<file path="src/uart_pkg.sv">
`default_nettype none

package uart_pkg;

	////////////////////////////////////////
	// System constants
	////////////////////////////////////////

	// Transmit channels sharing one serial line
	localparam int NUM_LANES = 2;

	// Entries per channel FIFO and initial credits per host
	localparam int FIFO_DEPTH = 4;

	// Default clocks per half bit
	localparam int HALF_BIT_CLKS = 4;

	////////////////////////////////////////
	// Types
	////////////////////////////////////////

	typedef logic [7:0] byte_t;

	// Channel index
	typedef logic [0:0] lane_id_t;

	typedef logic [1:0] fifo_ptr_t;

	// One bit wider than the pointer so a full FIFO can be told apart
	typedef logic [2:0] fifo_cnt_t;

	// Serial frame phases
	typedef enum logic [1:0] {
		TX_IDLE,
		TX_START,
		TX_DATA,
		TX_STOP
	} tx_state_t;

endpackage

`default_nettype wire

</file>
<file path="src/uart_tx.sv">
`default_nettype none

module uart_tx #(
	parameter int HALF_BIT_CLKS = uart_pkg::HALF_BIT_CLKS
) (
	input  logic            clk,
	input  logic            rstn,
	input  logic            tx_start,
	input  uart_pkg::byte_t tx_data,
	output logic            tx_busy,
	output logic            txd
);

	// Every bit including start and stop has this length
	localparam int BIT_CLKS = 2 * HALF_BIT_CLKS;
	localparam int CNT_W = $clog2(BIT_CLKS);
	localparam logic [CNT_W-1:0] BIT_LAST = CNT_W'(BIT_CLKS - 1);

	uart_pkg::tx_state_t state;
	logic [CNT_W-1:0]    clk_cnt;
	logic [2:0]          bit_idx;
	uart_pkg::byte_t     shreg;
	logic                bit_end;

	assign bit_end = (clk_cnt == BIT_LAST);

	////////////////////////////////////////
	// Frame sequencer
	////////////////////////////////////////

	always_ff @(posedge clk) begin
		if (!rstn) begin
			state   <= uart_pkg::TX_IDLE;
			clk_cnt <= '0;
			bit_idx <= '0;
			tx_busy <= 1'b0;
			txd     <= 1'b1;
		end else begin
			if (state == uart_pkg::TX_IDLE) begin
				clk_cnt <= '0;
			end else if (bit_end) begin
				clk_cnt <= '0;
			end else begin
				clk_cnt <= clk_cnt + CNT_W'(1);
			end

			case (state)
				uart_pkg::TX_IDLE: begin
					if (tx_start) begin
						state   <= uart_pkg::TX_START;
						tx_busy <= 1'b1;
						txd     <= 1'b0;
					end
				end
				uart_pkg::TX_START: begin
					if (bit_end) begin
						state   <= uart_pkg::TX_DATA;
						bit_idx <= '0;
						txd     <= shreg[0];
					end
				end
				uart_pkg::TX_DATA: begin
					if (bit_end) begin
						if (bit_idx == 3'd7) begin
							state <= uart_pkg::TX_STOP;
							txd   <= 1'b1;
						end else begin
							bit_idx <= bit_idx + 3'd1;
							txd     <= shreg[0];
						end
					end
				end
				uart_pkg::TX_STOP: begin
					// Line already idles high
					if (bit_end) begin
						state   <= uart_pkg::TX_IDLE;
						tx_busy <= 1'b0;
					end
				end
				default: state <= uart_pkg::TX_IDLE;
			endcase
		end
	end

	// LSB first, ones fill from the top
	always_ff @(posedge clk) begin
		if (state == uart_pkg::TX_IDLE && tx_start) begin
			shreg <= tx_data;
		end else if (bit_end && (state == uart_pkg::TX_START || state == uart_pkg::TX_DATA)) begin
			shreg <= {1'b1, shreg[7:1]};
		end
	end

endmodule

`default_nettype wire

</file>
<file path="config.mk">
export PLATFORM = sky130hd
export DESIGN_NAME = uart_tx
export DESIGN_NICKNAME = d
export VERILOG_FILES = /design/src/uart_pkg.sv /design/src/uart_tx.sv
export SDC_FILE = /design/constraint.sdc
export NUM_CORES = 1
export LEC_CHECK = 0
export BUFFER_PORTS_ARGS = -buffer_cell sky130_fd_sc_hd__buf_2
export CORE_UTILIZATION = 49
export DETAILED_ROUTE_END_ITERATION = 10
export PLACE_DENSITY = 0.72
export SETUP_SLACK_MARGIN = 0.05
export SYNTH_ARGS = -nofsm -noshare
export SYNTH_HDL_FRONTEND = slang
export SYNTH_SLANG_ARGS = --single-unit
</file>
<file path="constraint.sdc">
create_clock -name clk -period 1.8 [get_ports clk]
set_clock_uncertainty 0.1 [all_clocks]
set_input_delay 0.18 -clock clk [delete_from_list [all_inputs] [get_ports clk]]
set_output_delay 0.18 -clock clk [all_outputs]
set_load 0.005 [all_outputs]
</file>
==> metrics.md, run 1 <==
| Metric | Value |
|---|---|
| Core area | 1764 um2 |
| Root Buffer | clkbuf_4 |
| Final period utilization | 91.90% |
| Seq/Total Area, Yosys | 46.38% |
| Setup CP Type | reg -> reg |
| Clock buffer depth | 2 |
| PortBufs | 12 |
| Routed wire length | 1.454 mm |
| Dpl ws | -0.01965 ns |
| Global routing's busiest layer | met2 |
| Post-CTS setup buffer count | 0 |
| Arrival time worst endpoint | 1.77 ns |
| CTS H-tree lvls | 1 |
| Reg clk slew, reported paths | 0.09 ns |
| Min cycle time layout | 1.654 ns |
| # rows | 15 |
| R2R Path Start | clk_cnt[0]$_SDFF_PP0_ |
| Avg WL per Cell | 11.63 um |
| Synth-to-Final Area Change | 18.84% |
| Hold Path Class | in -> reg |
| Leading area contributor after synthesis | edfxtp_1 |
| Multi-input gate area | 519.2 um2 |
| Placed Area | 1067 um2 |
| Maximum Capacitance Violations | 0 |
| R2r setup slk | 0.15 ns |
| Worst Min Path Start | tx_data[7] |
| GPL Wtd Cong | 0.7298 |
| Top cells by area, synth | edfxtp_1, dfxtp_1, ha_1 |
| TritonCTS clock tree | done |
| Die height | 46.03 um |
| CTS buffer count | 3 |
| Slew headroom | 77.83% |
| Final setup vio count | 0 |
| Vias in the first global route | 632 |
| Reg area | 442.9 um2 |
| Reg2reg path depth | 5 |
| Met1 usage | 20.20% |
| DRT iter0 DRCs | 8 |
| Share of the synthesized area in the top cell type | 25.30% |
| Fin Hold WS | 0.04990 ns |
| Syn_nets | 100 |
| Largest net degree at the start of global routing | 11 |
| Post-layout util | 63.97% |
| DR pass1 iterations | 2 |
| GRT overflow | 0 |
| Die width | 46.03 um |
| Worst Hold Depth | 2 |
| Via count | 659 |
| Worst-Margin Slew | 0.3325 ns |
| Fillers | 164 |
| Die Area | 2118 um2 |
| Final nets | 121 |
| First-pass GRT wire length | 2.546 mm |
| Worst skew pair latency | 0.28 ns |
| Mapped Cells | 80 |
| Status | finished clean |
| Vias per std cell | 5.272 |
| Critical path startpoint category | flop |
| Warnings from Yosys | 0 |
| Fmax | 604.6 MHz |
| Hold Path Sink | shreg[7]$_SDFFCE_PN1P_ |
| Synth unique cells | 34 |
| VDD IR max | 0.8683 mV |
| Critical-path maximum fanout | 7 |
| Number of remaining DRC errors | 0 |
| Leakage power | 0.0004537 uW |
| Number of diodes | 0 |
| Hold_buf cts | 0 |
| Met3 Usage GRT | 3.571% |
| Design Area, Final | 1129 um2 |
| Seq cells post-synth | 18 |
| Non-filler cells, final | 125 |
| Antenna violations before repair | 0 |
| Power Dens Cells | 1364 nW/um2 |
| CP required | 1.92 ns |
| Reg2reg end | state[1]$_SDFFE_PN0P_ |
| CP endpoint kind | flop |
| Met2 Use GR | 28.73% |
| Layout cell share with drive strength beyond 1 | 39.00% |
| Final hold vios | 0 |
| CTS Sinks | 18 |
| Cell count after placement | 121 |
| Synthesized area per cell | 11.87 um2 |
| DRT antenna net count | 0 |
| # IOs | 13 |
| RSZ-0062 raised after global routing | false |
| Dpl hpwl | 1.158 mm |
| Initial Util | 53.83% |
| Syn Std Cell Area | 949.7 um2 |
| Slew Viols, Final | 0 |
| Final setup margin | 0.1459 ns |
| Total GRT Usage | 16.83% |
layer usage:
metal | up-vias | part of all wire (%)
met4 | 0 | 1.3
met5 | - | 0
li1 | 332 | -
met3 | 2 | 1.9
met2 | 6 | 50
met1 | 319 | 47
cell type report:
type | count | share of cell area, %
clock buffers | 4 | 2.328
inverters | 3 | 0.9978
flip-flops and latches | 18 | 39.25
multi-input cells | 58 | 46.01
well taps | 25 | 2.772
repair buffers | 17 | 8.647
synth_stat cells:
| cell | count |
|---|---|
| a21boi_1 | 2 |
| o21ba_1 | 1 |
| or3b_1 | 1 |
| nand2_1 | 8 |
| or2_0 | 1 |
| buf_6 | 1 |
| or3_1 | 1 |
| a2111oi_4 | 1 |
| nor2_1 | 1 |
| nand3_1 | 2 |
| nor3_1 | 1 |
| mux2i_1 | 1 |
| nand4b_1 | 1 |
| nand2b_1 | 1 |
| o211ai_1 | 1 |
| a211oi_1 | 1 |
| mux2_2 | 7 |
| and2_1 | 2 |
| o41ai_1 | 1 |
| nor3b_1 | 1 |
| or2_1 | 1 |
| mux2_1 | 1 |
| inv_1 | 3 |
| nor2b_1 | 3 |
| and2b_4 | 1 |
| o21ai_0 | 3 |
| o21ba_2 | 1 |
| a21boi_0 | 1 |
| a32oi_1 | 1 |
| edfxtp_1 | 8 |
| dfxtp_1 | 10 |
| a21bo_1 | 1 |
| ha_1 | 9 |
| or2_2 | 1 |
power by group:
group | leakage, uW | switching [uW] | internal (uW)
Sequential | 0.000157 | 50.1 | 576
Clock | 0.0000150 | 116 | 86.2
Combinational | 0.000281 | 346 | 365
through the flow:
stage / power, uW / TNS [ns]
after CTS: 1544 / 0
final: 1539 / 0
after detailed placement: 1316 / -0.01965
after floorplan: 1111 / 0
after global routing: 1657 / 0
after global placement: 1288 / 0
sequential cells by signal, summed over array words and instances, names as in the netlist:
| register | count |
|---|---|
| shreg | 8 |
| bit_idx | 3 |
| clk_cnt | 3 |
| state | 2 |
| tx_busy | 1 |
| txd | 1 |
critical path, stage by stage (launching register included):
cell,delay [ns]
dfxtp_2,0.34
ha_2,0.19
ha_4,0.16
and2b_4,0.20
a2111oi_4,0.38
mux2i_1,0.22
cell usage in the layout, fill, tap and decap left out, types with 2 or more instances in the layout:
cell      netlist  layout
inv_1           3       3
edfxtp_1        8       8
o21ai_0         3       3
dfxtp_1        10       8
a21boi_1        2       2
and2_1          2       2
nand3_1         2       2
mux2_2          7       7
buf_2           0      12
buf_4           0       5
nand2_1         8       7
dfxtp_2         0       2
ha_1            9       6
ha_2            0       2
clkbuf_4        0       3
nor2b_1         3       3
kinds of logic after synthesis:
family	count (synthesis)	share of synthesized area, %
adders and majority gates	9	11.86
and+or+nand+nor	26	15.42
AOI/OAI and AO/OA	14	13.44
muxes	9	10.54
buffers and inverters	4	2.371
DFF	18	46.38
how the worst max path moves through the flow:
stage | from | to | slack, ns | cells after the start
after floorplan | state[0]$_SDFFE_PN0P_ | txd$_SDFFE_PN1P_ | 0.08 | 5
after global placement | clk_cnt[0]$_SDFF_PP0_ | txd$_SDFFE_PN1P_ | 0.03 | 5
after detailed placement | clk_cnt[0]$_SDFF_PP0_ | txd$_SDFFE_PN1P_ | -0.02 | 5
after CTS | state[1]$_SDFFE_PN0P_ | shreg[2]$_DFFE_PP_ | 0.05 | 4
after global routing | state[0]$_SDFFE_PN0P_ | state[1]$_SDFFE_PN0P_ | 0.05 | 5
final | clk_cnt[0]$_SDFF_PP0_ | state[1]$_SDFFE_PN0P_ | 0.15 | 5
what timing repair did:
action,in CTS,in global routing
pin swaps,0,1
cloned,0,0
endpoints found under the setup margin,3,20
gates resized for setup,3,6
(Power assumes the default switching activity.)
==> run 2, diff against run 1 <==
--- a/config.mk
+++ b/config.mk
@@ -6,9 +6,9 @@
 export NUM_CORES = 1
 export LEC_CHECK = 0
 export BUFFER_PORTS_ARGS = -buffer_cell sky130_fd_sc_hd__buf_2
-export CORE_UTILIZATION = 49
+export CORE_UTILIZATION = 54
 export DETAILED_ROUTE_END_ITERATION = 10
-export PLACE_DENSITY = 0.72
+export PLACE_DENSITY = 0.76
 export SETUP_SLACK_MARGIN = 0.05
 export SYNTH_ARGS = -nofsm -noshare
 export SYNTH_HDL_FRONTEND = slang
==> constraint.sdc (replaced) <==
create_clock -name clk -period 1.6 [get_ports clk]
set_clock_uncertainty 0.1 [all_clocks]
set_input_delay 0.16 -clock clk [delete_from_list [all_inputs] [get_ports clk]]
set_output_delay 0.16 -clock clk [all_outputs]
set_load 0.005 [all_outputs]
==> run 2 against run 1 <==
Effect of this change:
- combinational power grew 58%
- maximum frequency grew 4.6%
- global-route usage grew 3.8 points
- routed wire length grew 33%
==> metrics.md, run 2 (synthesized netlist as in run 1, its figures left out) <==
| Metric | Value |
|---|---|
| Status | finished clean (unchanged) |
| GRT overflow | 0 (unchanged) |
| DRT iter0 DRCs | 6 (was 8) |
| Fillers | 95 (was 164) |
| DRT antenna net count | 0 (unchanged) |
| CP required | 1.73 ns (was 1.92 ns) |
| CP endpoint kind | flop (unchanged) |
| CTS Sinks | 18 (unchanged) |
| Number of remaining DRC errors | 0 (unchanged) |
| GPL Wtd Cong | 0.7755 (was 0.7298) |
| Slowest-stage cell, CP | dfxtp_4 (was a2111oi_4) |
| Critical path's top delay family | compound AO/OA/AOI/OAI gates (unchanged) |
| Vias per std cell | 5.579 (was 5.272) |
| Worst-Margin Slew | 0.3046 ns (was 0.3325 ns) |
| # rows | 14 (was 15) |
| Final nets | 126 (was 121) |
| Number of diodes | 0 (unchanged) |
| Post-layout util | 81.27% (was 63.97%) |
| Maximum Capacitance Violations | 0 (unchanged) |
| RSZ-0062 raised after global routing | true (was false) |
| Core area | 1577 um2 (was 1764 um2) |
| Hold_buf cts | 0 (unchanged) |
| CTS buffer count | 3 (unchanged) |
| Final setup vio count | 0 (unchanged) |
| TritonCTS clock tree | done (unchanged) |
| Final period utilization | 98.81% (was 91.90%) |
| First-pass GRT wire length | 2.815 mm (was 2.546 mm) |
| Clock buffer depth | 2 (unchanged) |
| Slew Viols, Final | 0 (unchanged) |
| Leakage power | 0.0005004 uW (was 0.0004537 uW) |
| WP buf/inv | 1 (was 0) |
| Die width | 43.94 um (was 46.03 um) |
| Flip-flop count of the largest register after layout | 8 (unchanged) |
| Synth-to-Final Area Change | 34.91% (was 18.84%) |
| Die height | 43.94 um (was 46.03 um) |
| Fmax | 632.5 MHz (was 604.6 MHz) |
| Hold Path Class | in -> reg (unchanged) |
| Reg clk slew, reported paths | 0.10 ns (was 0.09 ns) |
| Via count | 675 (was 659) |
| Die Area | 1930 um2 (was 2118 um2) |
| CTS H-tree lvls | 1 (unchanged) |
| Most frequent cells in the layout | buf_2, edfxtp_1, mux2_2, nand2_1, buf_4 (was buf_2, dfxtp_1, edfxtp_1) |
| Largest net degree at the start of global routing | 11 (unchanged) |
| PortBufs | 12 (unchanged) |
| Register with the highest flop count | shreg (unchanged) |
| Root Buffer | clkbuf_4 (unchanged) |
| DR pass1 iterations | 4 (was 2) |
| Worst skew pair latency | 0.29 ns (was 0.28 ns) |
| Layout cell share with drive strength beyond 1 | 53.33% (was 39.00%) |
| Routed wire length | 1.930 mm (was 1.454 mm) |
| VDD IR max | 1.412 mV (was 0.8683 mV) |
| Max incr delay on CP | 0.42 ns (was 0.38 ns) |
| Antenna violations before repair | 0 (unchanged) |
| Initial Util | 60.24% (was 53.83%) |
| Critical-path maximum fanout | 4 (was 7) |
| Slew headroom | 79.69% (was 77.83%) |
| Critical path startpoint category | flop (unchanged) |
| Min cycle time layout | 1.581 ns (was 1.654 ns) |
| # IOs | 13 (unchanged) |
| Fin Hold WS | 0.01560 ns (was 0.04990 ns) |
| Dpl hpwl | 1.212 mm (was 1.158 mm) |
| Vias in the first global route | 649 (was 632) |
| Arrival time worst endpoint | 1.71 ns (was 1.77 ns) |
| Setup CP Type | reg -> reg (unchanged) |
| Avg WL per Cell | 15.95 um (was 11.63 um) |
| Power Dens Cells | 1676 nW/um2 (was 1364 nW/um2) |
| CP cell instances | inv_6 > ha_4 > o21ba_4 > a2111oi_4 > mux2i_1 (was ha_2 > ha_4 > and2b_4 > a2111oi_4 > mux2i_1) |
| Final hold vios | 0 (unchanged) |
| Total GRT Usage | 20.59% (was 16.83%) |
| Most common cell after layout, fill and taps aside | buf_2 (unchanged) |
| Top Registers | shreg x8, bit_idx x3, clk_cnt x3 (unchanged) |
==> run 2: changes by cell type in the layout (fill, tap and decap cells not counted), moves of 2 or more <==
cell / delta
buf_12: +2
buf_4: +2
dfxtp_1: -3
dfxtp_4: +2
ha_1: -4
ha_4: +5
inv_1: -2
==> run 2: report_power, final <==
group | leakage (uW) | internal [uW] | switching, uW
Clock | 0.0000210 | 139 | 137
Sequential | 0.000159 | 661 | 89.9
Combinational | 0.000320 | 637 | 484
Total | 0.000500 | 1440 | 711
==> run 2: layout make-up <==
type	count	area (um2)	area share [%]
clock buffers	4	36.28	2.832
inverters	3	16.27	1.270
flip-flops and latches	18	451.7	35.25
repair buffers	22	163.9	12.79
multi-input cells	58	593.1	46.29
well taps	16	20.02	1.562
==> run 2: stage by stage <==
step                setup TNS [ns]  instances  setup WS (ns)  total power, uW  area (um2)
CTS                              0        120       0.005970             2045        1226
global placement          -0.04094        115       -0.03459             1628        1142
detailed placement         -0.3321        115       -0.05249             1665        1142
finish                           0        121        0.01896             2148        1281
global route               -0.1309        121       -0.06391             2281        1281
floorplan                        0         80       0.004561             1305       988.4
==> run 2: final timing paths <==
check	cells after the start	slack, ns	from	end
max	5	0.02	state[0]$_SDFFE_PN0P_	state[1]$_SDFFE_PN0P_
min	2	0.02	tx_data[7]	shreg[7]$_SDFFCE_PN1P_
max reg2reg	5	0.02	state[0]$_SDFFE_PN0P_	state[1]$_SDFFE_PN0P_
min reg2reg	1	0.34	clk_cnt[0]$_SDFF_PP0_	clk_cnt[0]$_SDFF_PP0_
==> run 2: repair_timing <==
item	CTS	global route
hold endpoints to repair	0	0
gates resized for setup	11	11
pin swaps	7	7
setup buffers	1	1
setup endpoints to repair	20	21
==> run 2: metal layers <==
| metal | GRT usage [%] | vias to the layer above | routed length [um] | share of wire (%) |
|---|---|---|---|---|
| met1 | 22.83 | 319 | 810 | 42 |
| met5 | 0 | - | 0 | 0 |
| met4 | 7.273 | 0 | 22 | 1.1 |
| met3 | 6.250 | 2 | 37 | 1.9 |
| li1 | - | 344 | - | - |
| met2 | 37.01 | 10 | 1060 | 55 |
