$ cat config.mk
export PLATFORM = sky130hd
export DESIGN_NAME = tx_channel_flat
export DESIGN_NICKNAME = d
export VERILOG_FILES = /design/src/uart_pkg.sv /design/src/tx_lane_if.sv /design/src/tx_channel.sv /design/src/flat_wrapper.sv
export SDC_FILE = /design/constraint.sdc
export NUM_CORES = 1
export LEC_CHECK = 0
export BUFFER_PORTS_ARGS = -buffer_cell sky130_fd_sc_hd__buf_4
export CORE_MARGIN = 5
export CORE_UTILIZATION = 50
export CTS_CLUSTER_DIAMETER = 60
export CTS_CLUSTER_SIZE = 12
export DETAILED_ROUTE_END_ITERATION = 10
export GPL_TIMING_DRIVEN = 0
export HOLD_SLACK_MARGIN = 0.12
export PLACE_DENSITY = 0.74
export SYNTH_ARGS = -nofsm -noshare
export SYNTH_HDL_FRONTEND = slang
export SYNTH_SLANG_ARGS = --single-unit
$ cat constraint.sdc
create_clock -name clk -period 2.2 [get_ports clk]
set_input_delay 0.33 -clock clk [delete_from_list [all_inputs] [get_ports clk]]
set_output_delay 0.33 -clock clk [all_outputs]
set_load 0.05 [all_outputs]
$ cat src/uart_pkg.sv
`default_nettype none

package uart_pkg;

	////////////////////////////////////////
	// System constants
	////////////////////////////////////////

	// Transmit channels sharing one serial line
	localparam int NUM_LANES = 2;

	// Entries per channel FIFO and initial credits per host
	localparam int FIFO_DEPTH = 4;

	// Default clocks per half bit
	localparam int HALF_BIT_CLKS = 4;

	////////////////////////////////////////
	// Types
	////////////////////////////////////////

	typedef logic [7:0] byte_t;

	// Channel index
	typedef logic [0:0] lane_id_t;

	typedef logic [1:0] fifo_ptr_t;

	// One bit wider than the pointer so a full FIFO can be told apart
	typedef logic [2:0] fifo_cnt_t;

	// Serial frame phases
	typedef enum logic [1:0] {
		TX_IDLE,
		TX_START,
		TX_DATA,
		TX_STOP
	} tx_state_t;

endpackage

`default_nettype wire

$ cat src/tx_lane_if.sv
`default_nettype none

// One transmit channel as seen by the arbiter
interface tx_lane_if;

	// FIFO holds at least one byte
	logic               req;
	// Head byte of the FIFO
	uart_pkg::byte_t    data;
	// Single-cycle pop strobe from the arbiter
	logic               grant;
	// Source tag, tied per instance at the top level
	uart_pkg::lane_id_t lane;

	modport channel (
		output req,
		output data,
		input  grant
	);

	modport arbiter (
		input  req,
		input  data,
		input  lane,
		output grant
	);

endinterface

`default_nettype wire

$ cat src/tx_channel.sv
`default_nettype none

module tx_channel (
	input  logic            clk,
	input  logic            rstn,
	input  logic            push,
	input  uart_pkg::byte_t push_data,
	output logic            credit,
	tx_lane_if.channel      lane
);

	uart_pkg::byte_t     mem [uart_pkg::FIFO_DEPTH];
	uart_pkg::fifo_ptr_t wr_ptr;
	uart_pkg::fifo_ptr_t rd_ptr;
	uart_pkg::fifo_cnt_t count;
	logic                full;
	logic                wr_en;
	logic                rd_en;

	// Circular pointer advance
	function automatic uart_pkg::fifo_ptr_t next_ptr(input uart_pkg::fifo_ptr_t ptr);
		if (ptr == uart_pkg::fifo_ptr_t'(uart_pkg::FIFO_DEPTH - 1)) begin
			return '0;
		end
		return ptr + uart_pkg::fifo_ptr_t'(1);
	endfunction

	assign full = (count == uart_pkg::fifo_cnt_t'(uart_pkg::FIFO_DEPTH));

	// A push with no free entry is dropped
	assign wr_en = push && !full;
	assign rd_en = lane.grant && lane.req;

	////////////////////////////////////////
	// Storage
	////////////////////////////////////////

	always_ff @(posedge clk) begin
		if (wr_en) begin
			mem[wr_ptr] <= push_data;
		end
	end

	////////////////////////////////////////
	// Pointers and occupancy
	////////////////////////////////////////

	always_ff @(posedge clk) begin
		if (!rstn) begin
			wr_ptr <= '0;
			rd_ptr <= '0;
			count  <= '0;
		end else begin
			if (wr_en) begin
				wr_ptr <= next_ptr(wr_ptr);
			end
			if (rd_en) begin
				rd_ptr <= next_ptr(rd_ptr);
			end
			case ({wr_en, rd_en})
				2'b10: count <= count + uart_pkg::fifo_cnt_t'(1);
				2'b01: count <= count - uart_pkg::fifo_cnt_t'(1);
				default: count <= count;
			endcase
		end
	end

	// One credit back per byte handed over, a cycle after the grant
	always_ff @(posedge clk) begin
		if (!rstn) begin
			credit <= 1'b0;
		end else begin
			credit <= rd_en;
		end
	end

	// Head of queue toward the arbiter
	assign lane.req  = (count != '0);
	assign lane.data = mem[rd_ptr];

endmodule

`default_nettype wire

$ cat src/flat_wrapper.sv
// flat-port wrapper written by rule: the top's interface ports become plain ports
module tx_channel_flat 
  (clk, rstn, push, push_data, credit, lane_req, lane_data, lane_grant);
  tx_lane_if lane_i ();
  input  logic clk;
  input  logic rstn;
  input  logic push;
  input  uart_pkg::byte_t push_data;
  output logic credit;
  output wire logic [$bits(lane_i.req)-1:0] lane_req;
  output wire logic [$bits(lane_i.data)-1:0] lane_data;
  input wire logic [$bits(lane_i.grant)-1:0] lane_grant;
  assign lane_req = lane_i.req;
  assign lane_data = lane_i.data;
  assign lane_i.grant = lane_grant;
  tx_channel u_core (.clk(clk), .rstn(rstn), .push(push), .push_data(push_data), .credit(credit), .lane(lane_i));
endmodule
==> results.toml, run 1 <==
[grt]
groute.usage.overall_pct = 14.2
grt_max_degree = 15
grt.overflow.total = 0
grt_pass1_wl_um = 4560
antenna_found_initial = 0
grt_pass1_vias = 983

[yosys]
synthFlopType = "edfxtp_1"
mappedNetlistArea_mm2 = 0.00167
postSynthAreaPerCell_um2 = 16.9
ys_async_sr_fraction_pct = 0
synth_common_cells = "edfxtp_1, dfxtp_1, mux4_2"
syn-num-nets = 118
yosysTopAreaCell = "edfxtp_1"
synth_seq_area_share_pct = 69.4
synthMostInstantiatedCell = "edfxtp_1"
synth_cell_types = 25
synth_area_leaders = "edfxtp_1, dfxtp_1, mux4_2"
yosys_warnings = 0
synth-edff-count = 32
ys_ff_latch = 42
syn_inst = 99
yosysTopAreaCellShare_pct = 57.4

[timing]
skew_ns = 0.0165
timing.slew.headroom_pct = 63.4
fmax_mhz = 474
hold_slack_ns = 0.177
rsz0062_at_grt = "false"
fin_ws_ns = 0.0899
worst_slew_pin_slew_ns = 0.549
fin_crit_ns = 2.11
timing.final.crit_share_pct = 95.9
finalSetupViolCount = 0
final_max_slew_viol_count = 0
hold_viol_final = 0

[pwr]
power.density_mw_per_mm2 = 1250
ir_worst_vdd_mv = 0.642
power.leakage_nw = 0.772
finalPower_mw = 2.59

[die]
ioPinCount = 22
start_util_pct = 50.9
die_h_um = 67.8
core_mm2 = 0.00328
die_w_um = 67.8
die-area_mm2 = 0.00460
row_count = 21

[setup_path]
r2r-end = "u_core.count[2]"
crit_chain = "or3b_4, and2_4, inv_2, ha_4, inv_2, fa_2, xor2_2, or3_4, a21boi_2"
cp.arrival_ns = 2.40
endpoint_kind = "register"
slowest_stage = "or3b_4"
r2r-start = "u_core.count[0]"
r2r_slack_ns = 0.09
path_max_fanout = 2
crit_path_frequent_cell = "inv_2"
path_class = "reg -> reg"
critPathLaunchType = "register"
reg2reg_depth = 9
slowest_delay_ns = 0.39
crit_required_ns = 2.49

[hold_path]
whs_path_depth = 1
min_path_type = "in -> reg"
hold_start = "push_data[1]"
hold_path_end = "u_core.mem[0][1]"

[detailed_routing]
route.detailed.drc = 0
drtPass1Iterations = 4
ant_nets = 0
vias_per_cell = 5.29
drtIter0Drc = 51
wire_per_inst_um = 15.7
vias = 953
wl_um = 2820

[clock_tree]
cts-htree-levels = 2
clock-sinks = 42
clk_pin_slew_ns = 0.13
cts_tree = "yes"
root_buffer = "clkbuf_4"
cts_made_buffers = 5
worstSkewPairLatency_ns = 0.35
ctsLongestPathBuffers = 2

[layout]
nets = 152
nFillCells = 234
syn2layout_area_growth_pct = 24.1
multi_input_area_um2 = 508
diodes = 0
regArea_mm2 = 0.00117
drive_gt1_share_pct = 46.3

[run_status]
status = "finished, final reports clean"

[placed_design]
io_buffer_count = 21
hpwlAfterDp_um = 1850
gp_congestion = 0.754
preCtsSetupSlack_ns = -0.0954

[run]
drv_cap = 0
==> per-layer routing <==
| metal | part of all wire (%) | vias up | GRT usage [%] |
|---|---|---|---|
| met5 | 0 | - | 0 |
| met3 | 5.1 | 5 | 5.25 |
| met2 | 49 | 23 | 22.8 |
| met1 | 44 | 489 | 17.1 |
| met4 | 1.8 | 0 | 6.70 |
| li1 | - | 436 | - |
==> registers in the layout, summed over array words and instances (netlist names), named ones only <==
name,flops
u_core.mem,32
u_core.count,3
u_core.rd_ptr,2
u_core.wr_ptr,2
u_core.credit,1
==> through the flow <==
stage	setup TNS (ns)	instances	util, %	cell area (µm²)
global placement	-0.0542	166	57.7	1890
global route	0	180	63.2	2080
floorplan	0	99	-	1680
CTS	0	180	62.9	2060
detailed placement	-0.0954	166	57.7	1890
finish	0	180	63.2	2080
==> cells by family after synthesis <==
| group | share of synthesized area, % |
|---|---|
| AO/OA/AOI/OAI | 2.39 |
| buffers and inverters | 2.32 |
| adder cells (fa/ha/maj) | 5.68 |
| multiplexers | 11.4 |
| flip-flops | 69.4 |
| XOR/XNOR | 1.05 |
| AND/OR/NAND/NOR | 7.78 |
==> worst max path at each step <==
stage	start	end	slack [ns]	cells past startpoint
2_1_floorplan	u_core.count[1]	u_core.count[2]	0.01	9
3_3_place_gp	u_core.count[1]	u_core.count[2]	-0.05	9
3_5_place_dp	u_core.count[1]	u_core.count[2]	-0.1	9
4_1_cts	u_core.count[0]	u_core.count[2]	0.02	9
5_1_grt	u_core.count[0]	u_core.count[2]	0.02	9
6_report	u_core.count[0]	u_core.count[2]	0.09	9
==> critical path, delay by kind of cell, from the launching register on <==
kind | cells | cell delay [ns]
xor gates and xnor gates | 1 | 0.15
buffers and inverters | 2 | 0.09
adders and majority gates | 2 | 0.46
DFF | 1 | 0.37
and+or+nand+nor | 3 | 0.87
AOI/OAI and AO/OA | 1 | 0.11
==> report_power, final <==
part | switching [mW] | total [mW] | internal (mW)
clock network | 0.248 | 0.558 | 0.310
logic | 0.608 | 1.02 | 0.408
registers | 0.0437 | 1.02 | 0.975
==> layout by cell type, fill, tap and decap left out, drive strengths merged, types with 3 or more instances in the layout <==
| cell | instances |
|---|---|
| and2 | 3 |
| inv | 7 |
| nand2 | 6 |
| dfxtp | 10 |
| ha | 6 |
| and3 | 5 |
| o21ai | 5 |
| edfxtp | 32 |
| buf | 29 |
| mux4 | 8 |
| clkbuf | 7 |
==> cell type report <==
cell class	instances	share of cell area, %
timing repair buffer	27	9.76
sequential	42	56.2
inverter	7	1.27
tap	46	2.77
buffer	3	0.603
clock inverter	2	1.87
clock buffer	6	3.01
multi-input combinational	47	24.5
==> timing repair <==
item,in CTS,in global routing
hold buffers,0,0
endpoints found under the setup margin,1,1
gates cloned,0,0
pin swaps,6,4
buffers inserted,6,0
hold endpoints to repair,0,0
resized for setup,8,2
Power figures use the tool's default switching activity.
==> run 2, diff against run 1 <==
--- a/config.mk
+++ b/config.mk
@@ -6,14 +6,17 @@
 export NUM_CORES = 1
 export LEC_CHECK = 0
 export BUFFER_PORTS_ARGS = -buffer_cell sky130_fd_sc_hd__buf_4
+export CELL_PAD_IN_SITES_DETAIL_PLACEMENT = 0
+export CELL_PAD_IN_SITES_GLOBAL_PLACEMENT = 1
 export CORE_MARGIN = 5
-export CORE_UTILIZATION = 50
+export CORE_UTILIZATION = 42
 export CTS_CLUSTER_DIAMETER = 60
 export CTS_CLUSTER_SIZE = 12
 export DETAILED_ROUTE_END_ITERATION = 10
 export GPL_TIMING_DRIVEN = 0
 export HOLD_SLACK_MARGIN = 0.12
 export PLACE_DENSITY = 0.74
+export SLEW_MARGIN = 30
 export SYNTH_ARGS = -nofsm -noshare
 export SYNTH_HDL_FRONTEND = slang
 export SYNTH_SLANG_ARGS = --single-unit
==> run 2 against run 1 <==
Critical endpoint unchanged. Critical path type unchanged. Sequential share of layout area increased by 0.83 points. Sequential cell count is the same. Clock skew is 0.013 ns lower. Largest power group unchanged. Non-clock buffer count decreased by 1.
==> results.toml, run 2 (same netlist as run 1, synthesis figures left out) <==
[detailed_routing]
wl_met2_um = 1470
met1_length_um = 1100
drtIter0Drc = 26
drtPass1Iterations = 4
vias_per_cell = 4.98
route.detailed.drc = 0
vias = 911
ant_nets = 0
highest_layer = "met4"
wire_per_inst_um = 15.0
wl_um = 2750
route.met3.wl_um = 130

[layout]
finalNonFillerCells = 183
final_common_cell = "edfxtp_1"
syn2layout_area_growth_pct = 22.3
layout_common_cells = "edfxtp_1, buf_4, mux4_2"
final_core_utilization_pct = 51.9
top_register = "u_core.mem"
diodes = 0
largest_reg_flops = 32
fin_area_mm2 = 0.00205
reg_top3 = "u_core.mem (32), u_core.count (3)"
drive_gt1_share_pct = 43.6
nets = 151

[placed_design]
dpl_cell_area_mm2 = 0.00190
io_buffer_count = 21
hpwlAfterDp_um = 1890
dp_cells = 170
preCtsSetupSlack_ns = -0.0939
gp_congestion = 0.739

[run_status]
status = "finished, final reports clean"

[grt]
grt_pass1_vias = 986
antenna_found_initial = 0
grt.overflow.total = 0
grt_pass1_wl_um = 4510
grt_max_degree = 14
groute.usage.overall_pct = 11.8

[setup_path]
crit_required_ns = 2.42
slowest_delay_ns = 0.39
cp.arrival_ns = 2.36
crit_path_frequent_cell = "inv_2"
path_class = "reg -> reg"
slowest_stage = "or3b_4"
path_max_fanout = 2
critPathLaunchType = "register"
crit_buf_inv = 2
crit_chain = "or3b_4, and2_4, inv_2, ha_4, inv_2, fa_2, xor2_1, or3_4, a21boi_1"
endpoint_kind = "register"
crit_family = "simple AND/OR/NAND/NOR gates"

[clock_tree]
clk_pin_slew_ns = 0.08
worstSkewPairLatency_ns = 0.29
cts_tree = "yes"
ctsLongestPathBuffers = 2
cts_hold_buf = 0
clock-sinks = 42
root_buffer = "clkbuf_8"
cts_made_buffers = 5
cts-htree-levels = 2

[die]
start_util_pct = 42.4
row_count = 23
die_w_um = 73.1
ioPinCount = 22
core_mm2 = 0.00394
die_h_um = 73.1
die-area_mm2 = 0.00535

[timing]
timing.final.crit_share_pct = 97.2
worst_slew_pin_slew_ns = 0.514
hold_viol_final = 0
timing.slew.headroom_pct = 65.7
fin_crit_ns = 2.14
skew_ns = 0.00318
finalSetupViolCount = 0
fin_ws_ns = 0.0609
fmax_mhz = 467
final_max_slew_viol_count = 0
rsz0062_at_grt = "false"

[hold_path]
min_path_type = "in -> reg"

[pwr]
power.density_mw_per_mm2 = 1200
power.leakage_nw = 0.754
ir_worst_vdd_mv = 0.498

[run]
drv_cap = 0
==> run 2: cell count changes in the layout (fill, tap and decap cells not counted), sizes merged <==
| cell | change |
|---|---|
| clkinv | +1 |
| clkbuf | -1 |
| buf | -1 |
| bufinv | -1 |
| clkinvlp | +1 |
==> run 2: worst register-to-register path: stages, from the launching register on <==
cell and delay, ns:
dfxtp_4 0.35, or3b_4 0.39, and2_4 0.17, inv_2 0.05
ha_4 0.12, inv_2 0.04, fa_2 0.35, xor2_1 0.16
or3_4 0.32, a21boi_1 0.12
==> run 2: final cells by class <==
| type | instances | area [µm²] |
|---|---|---|
| fill | 312 | 1900 |
| sequential | 42 | 1170 |
| multi-input combinational | 47 | 497 |
| timing repair buffer | 26 | 195 |
| clock buffer | 5 | 68.8 |
| tap | 50 | 62.6 |
| inverter | 7 | 26.3 |
| clock inverter | 3 | 16.3 |
| buffer | 3 | 12.5 |
==> run 2: metrics by stage <==
| stage | total power [mW] | setup TNS [ns] | hold slack (ns) |
|---|---|---|---|
| after detailed placement | 1.95 | -0.0939 | 0.487 |
| after floorplan | 1.71 | 0 | 0.429 |
| after global placement | 1.92 | -0.0645 | 0.482 |
| after global routing | 2.61 | 0 | 0.230 |
| after CTS | 2.49 | 0 | 0.226 |
| final | 2.46 | 0 | 0.239 |
==> run 2: routing by layer <==
layer	up-vias	global-route usage [%]
met5	-	0
met4	0	4.92
met3	5	4.27
met2	16	19.3
met1	454	13.9
li1	436	-
==> run 2: what timing repair did <==
action | in CTS | in global routing
buffers inserted | 5 | 0
pin swaps | 6 | 2
gates resized for setup | 7 | 1
endpoints found under the setup margin | 1 | 2
==> run 2: path summary, 6_finish.rpt <==
kind,startpoint,to,slack [ns],depth (start not counted)
max,u_core.count[0],u_core.count[2],0.06,9
min reg2reg,u_core.wr_ptr[1],u_core.wr_ptr[1],0.50,2
max reg2reg,u_core.count[0],u_core.count[2],0.06,9
min,push_data[6],u_core.mem[0][6],0.24,1
==> run 2: report_power, final <==
group / switching (mW) / internal (mW)
Combinational: 0.577 / 0.392
Clock: 0.251 / 0.217
Sequential: 0.0505 / 0.976
==> run 3, diff against run 2 <==
--- a/config.mk
+++ b/config.mk
@@ -9,13 +9,14 @@
 export CELL_PAD_IN_SITES_DETAIL_PLACEMENT = 0
 export CELL_PAD_IN_SITES_GLOBAL_PLACEMENT = 1
 export CORE_MARGIN = 5
-export CORE_UTILIZATION = 42
+export CORE_UTILIZATION = 47
 export CTS_CLUSTER_DIAMETER = 60
 export CTS_CLUSTER_SIZE = 12
 export DETAILED_ROUTE_END_ITERATION = 10
 export GPL_TIMING_DRIVEN = 0
 export HOLD_SLACK_MARGIN = 0.12
-export PLACE_DENSITY = 0.74
+export PLACE_DENSITY = 0.78
+export SKIP_LAST_GASP = 1
 export SLEW_MARGIN = 30
 export SYNTH_ARGS = -nofsm -noshare
 export SYNTH_HDL_FRONTEND = slang
==> constraint.sdc (replaced) <==
create_clock -name clk -period 2.3 [get_ports clk]
set_input_delay 0.345 -clock clk [delete_from_list [all_inputs] [get_ports clk]]
set_output_delay 0.345 -clock clk [all_outputs]
set_load 0.05 [all_outputs]
==> run 3 against run 2 <==
Clock skew is 0.0022 ns higher. Final cell count is 2.7% lower. Sequential power is 5% lower. Critical path depth stayed put. Clock-buffer cell count is 2 higher. Power is 5.3% lower. Non-clock buffer count is 1 lower. Via count is 0.55% lower. Register-to-register slack better by 0.02 ns. Clock power is 4% lower. Fmax is 3.7% lower.
==> results.toml, run 3 (same netlist as run 1, synthesis figures left out) <==
[die]
die_w_um = 69.7
ioPinCount = 22
row_count = 21
core_mm2 = 0.00339
die_h_um = 69.7
start_util_pct = 49.4
die-area_mm2 = 0.00485

[detailed_routing]
vias = 906
drtPass1Iterations = 4
ant_nets = 0
vias_per_cell = 5.09
wire_per_inst_um = 15.5
drtIter0Drc = 46
wl_um = 2760
route.detailed.drc = 0

[layout]
largest_reg_flops = 32
nets = 150
finalNonFillerCells = 178
drive_gt1_share_pct = 40.2
diodes = 0
reg_top3 = "u_core.mem (32), u_core.count (3)"
top_register = "u_core.mem"
final_common_cell = "edfxtp_1"
syn2layout_area_growth_pct = 19.9
layout_common_cells = "edfxtp_1, buf_4, mux4_2"
nFillCells = 270

[timing]
fin_crit_ns = 2.22
timing.final.crit_share_pct = 96.6
timing.slew.headroom_pct = 65.7
finalSetupViolCount = 0
setup-tns-final_ns = 0
hold_viol_final = 0
fin_ws_ns = 0.0778
hold_slack_ns = 0.205
rsz0062_at_grt = "false"
fmax_mhz = 450
skew_ns = 0.00536
worst_slew_pin_slew_ns = 0.515
final_max_slew_viol_count = 0

[grt]
grt_busiest_layer = "met2"
grt_max_degree = 13
grt_pass1_wl_um = 4340
use_met1_pct = 13.5
grt_use_met2_pct = 20.8
grt_pass1_vias = 892
antenna_found_initial = 0
gr-usage-met3_pct = 4.64
grt.overflow.total = 0
groute.usage.overall_pct = 11.9

[pwr]
ir_worst_vdd_mv = 0.485
finalPower_mw = 2.33
power.leakage_nw = 0.747
power.density_mw_per_mm2 = 1160

[hold_path]
min_path_type = "in -> reg"
whs_path_depth = 1
hold_start = "push_data[2]"
hold_path_end = "u_core.mem[2][2]"

[placed_design]
io_buffer_count = 21
dp_cells = 166
preCtsSetupSlack_ns = -0.160
gp_congestion = 0.696

[setup_path]
endpoint_kind = "register"
crit_path_frequent_cell = "inv_1"
r2r-start = "u_core.count[1]"
reg2reg_depth = 9
slowest_delay_ns = 0.39
slowest_stage = "or3b_4"
r2r_slack_ns = 0.08
critPathLaunchType = "register"
crit_chain = "or3b_4, and2_4, inv_1, ha_2, inv_1, fa_2, xor2_1, or3_4, a21boi_1"
path_max_fanout = 3
path_class = "reg -> reg"
cp.arrival_ns = 2.49
r2r-end = "u_core.count[2]"
crit_required_ns = 2.56

[run_status]
status = "finished, final reports clean"

[clock_tree]
clk_pin_slew_ns = 0.11
cts_made_buffers = 5
ctsLongestPathBuffers = 2
worstSkewPairLatency_ns = 0.33
root_buffer = "clkbuf_4"
cts_hold_buf = 0
cts-htree-levels = 2
cts_tree = "yes"
clock-sinks = 42

[run]
drv_cap = 0
[run 3: final cells by class]
class / count / area (µm²) / share of cell area [%]
clock inverter: 1 / 30.0 / 1.50
clock buffer: 7 / 45.0 / 2.25
inverter: 7 / 26.3 / 1.31
timing repair buffer: 25 / 188 / 9.36
tap: 46 / 57.6 / 2.87
buffer: 3 / 12.5 / 0.624
multi-input combinational: 47 / 482 / 24.0
sequential: 42 / 1160 / 58.1
[run 3: where the power goes]
part | total [mW] | internal [mW] | switching [mW]
Clock | 0.450 | 0.231 | 0.219
Combinational | 0.909 | 0.359 | 0.550
Sequential | 0.974 | 0.930 | 0.0433
[run 3: how the worst max path moves through the flow]
stage                          startpoint              end  slack, ns  cells after the start
after floorplan           u_core.count[0]  u_core.count[2]      0.008                      9
after global placement    u_core.count[2]  u_core.count[2]       -0.1                      9
after detailed placement  u_core.count[2]  u_core.count[2]      -0.16                      9
after CTS                 u_core.count[1]  u_core.count[2]      0.001                      9
after global routing      u_core.count[1]  u_core.count[2]       0.03                      9
final                     u_core.count[1]  u_core.count[2]       0.08                      9
[run 3: critical path: cells and delay by family, from the launching register on]
| family | cells | cell delay (ns) |
|---|---|---|
| adder cells (fa/ha/maj) | 2 | 0.51 |
| AND/OR/NAND/NOR | 3 | 0.90 |
| XOR/XNOR | 1 | 0.16 |
| flip-flops | 1 | 0.35 |
| AO/OA/AOI/OAI | 1 | 0.12 |
| buffers and inverters | 2 | 0.11 |
[run 3: per-layer routing]
layer / share of wire, % / vias to the layer above
li1: - / 434
met5: 0 / -
met1: 43 / 454
met3: 4.7 / 2
met4: 0.47 / 0
met2: 51 / 16
[run 3: what timing repair did]
action	CTS	global route
buffers inserted	4	0
hold endpoints to repair	0	0
gates resized for setup	6	1
pin swaps	1	1
setup endpoints to repair	1	1
[run 3: through the flow]
step | util [%] | instance area, µm²
after global placement | 55.7 | 1890
after detailed placement | 55.7 | 1890
after global routing | 59.2 | 2010
after floorplan | - | 1670
final | 59.2 | 2010
after CTS | 59.1 | 2000
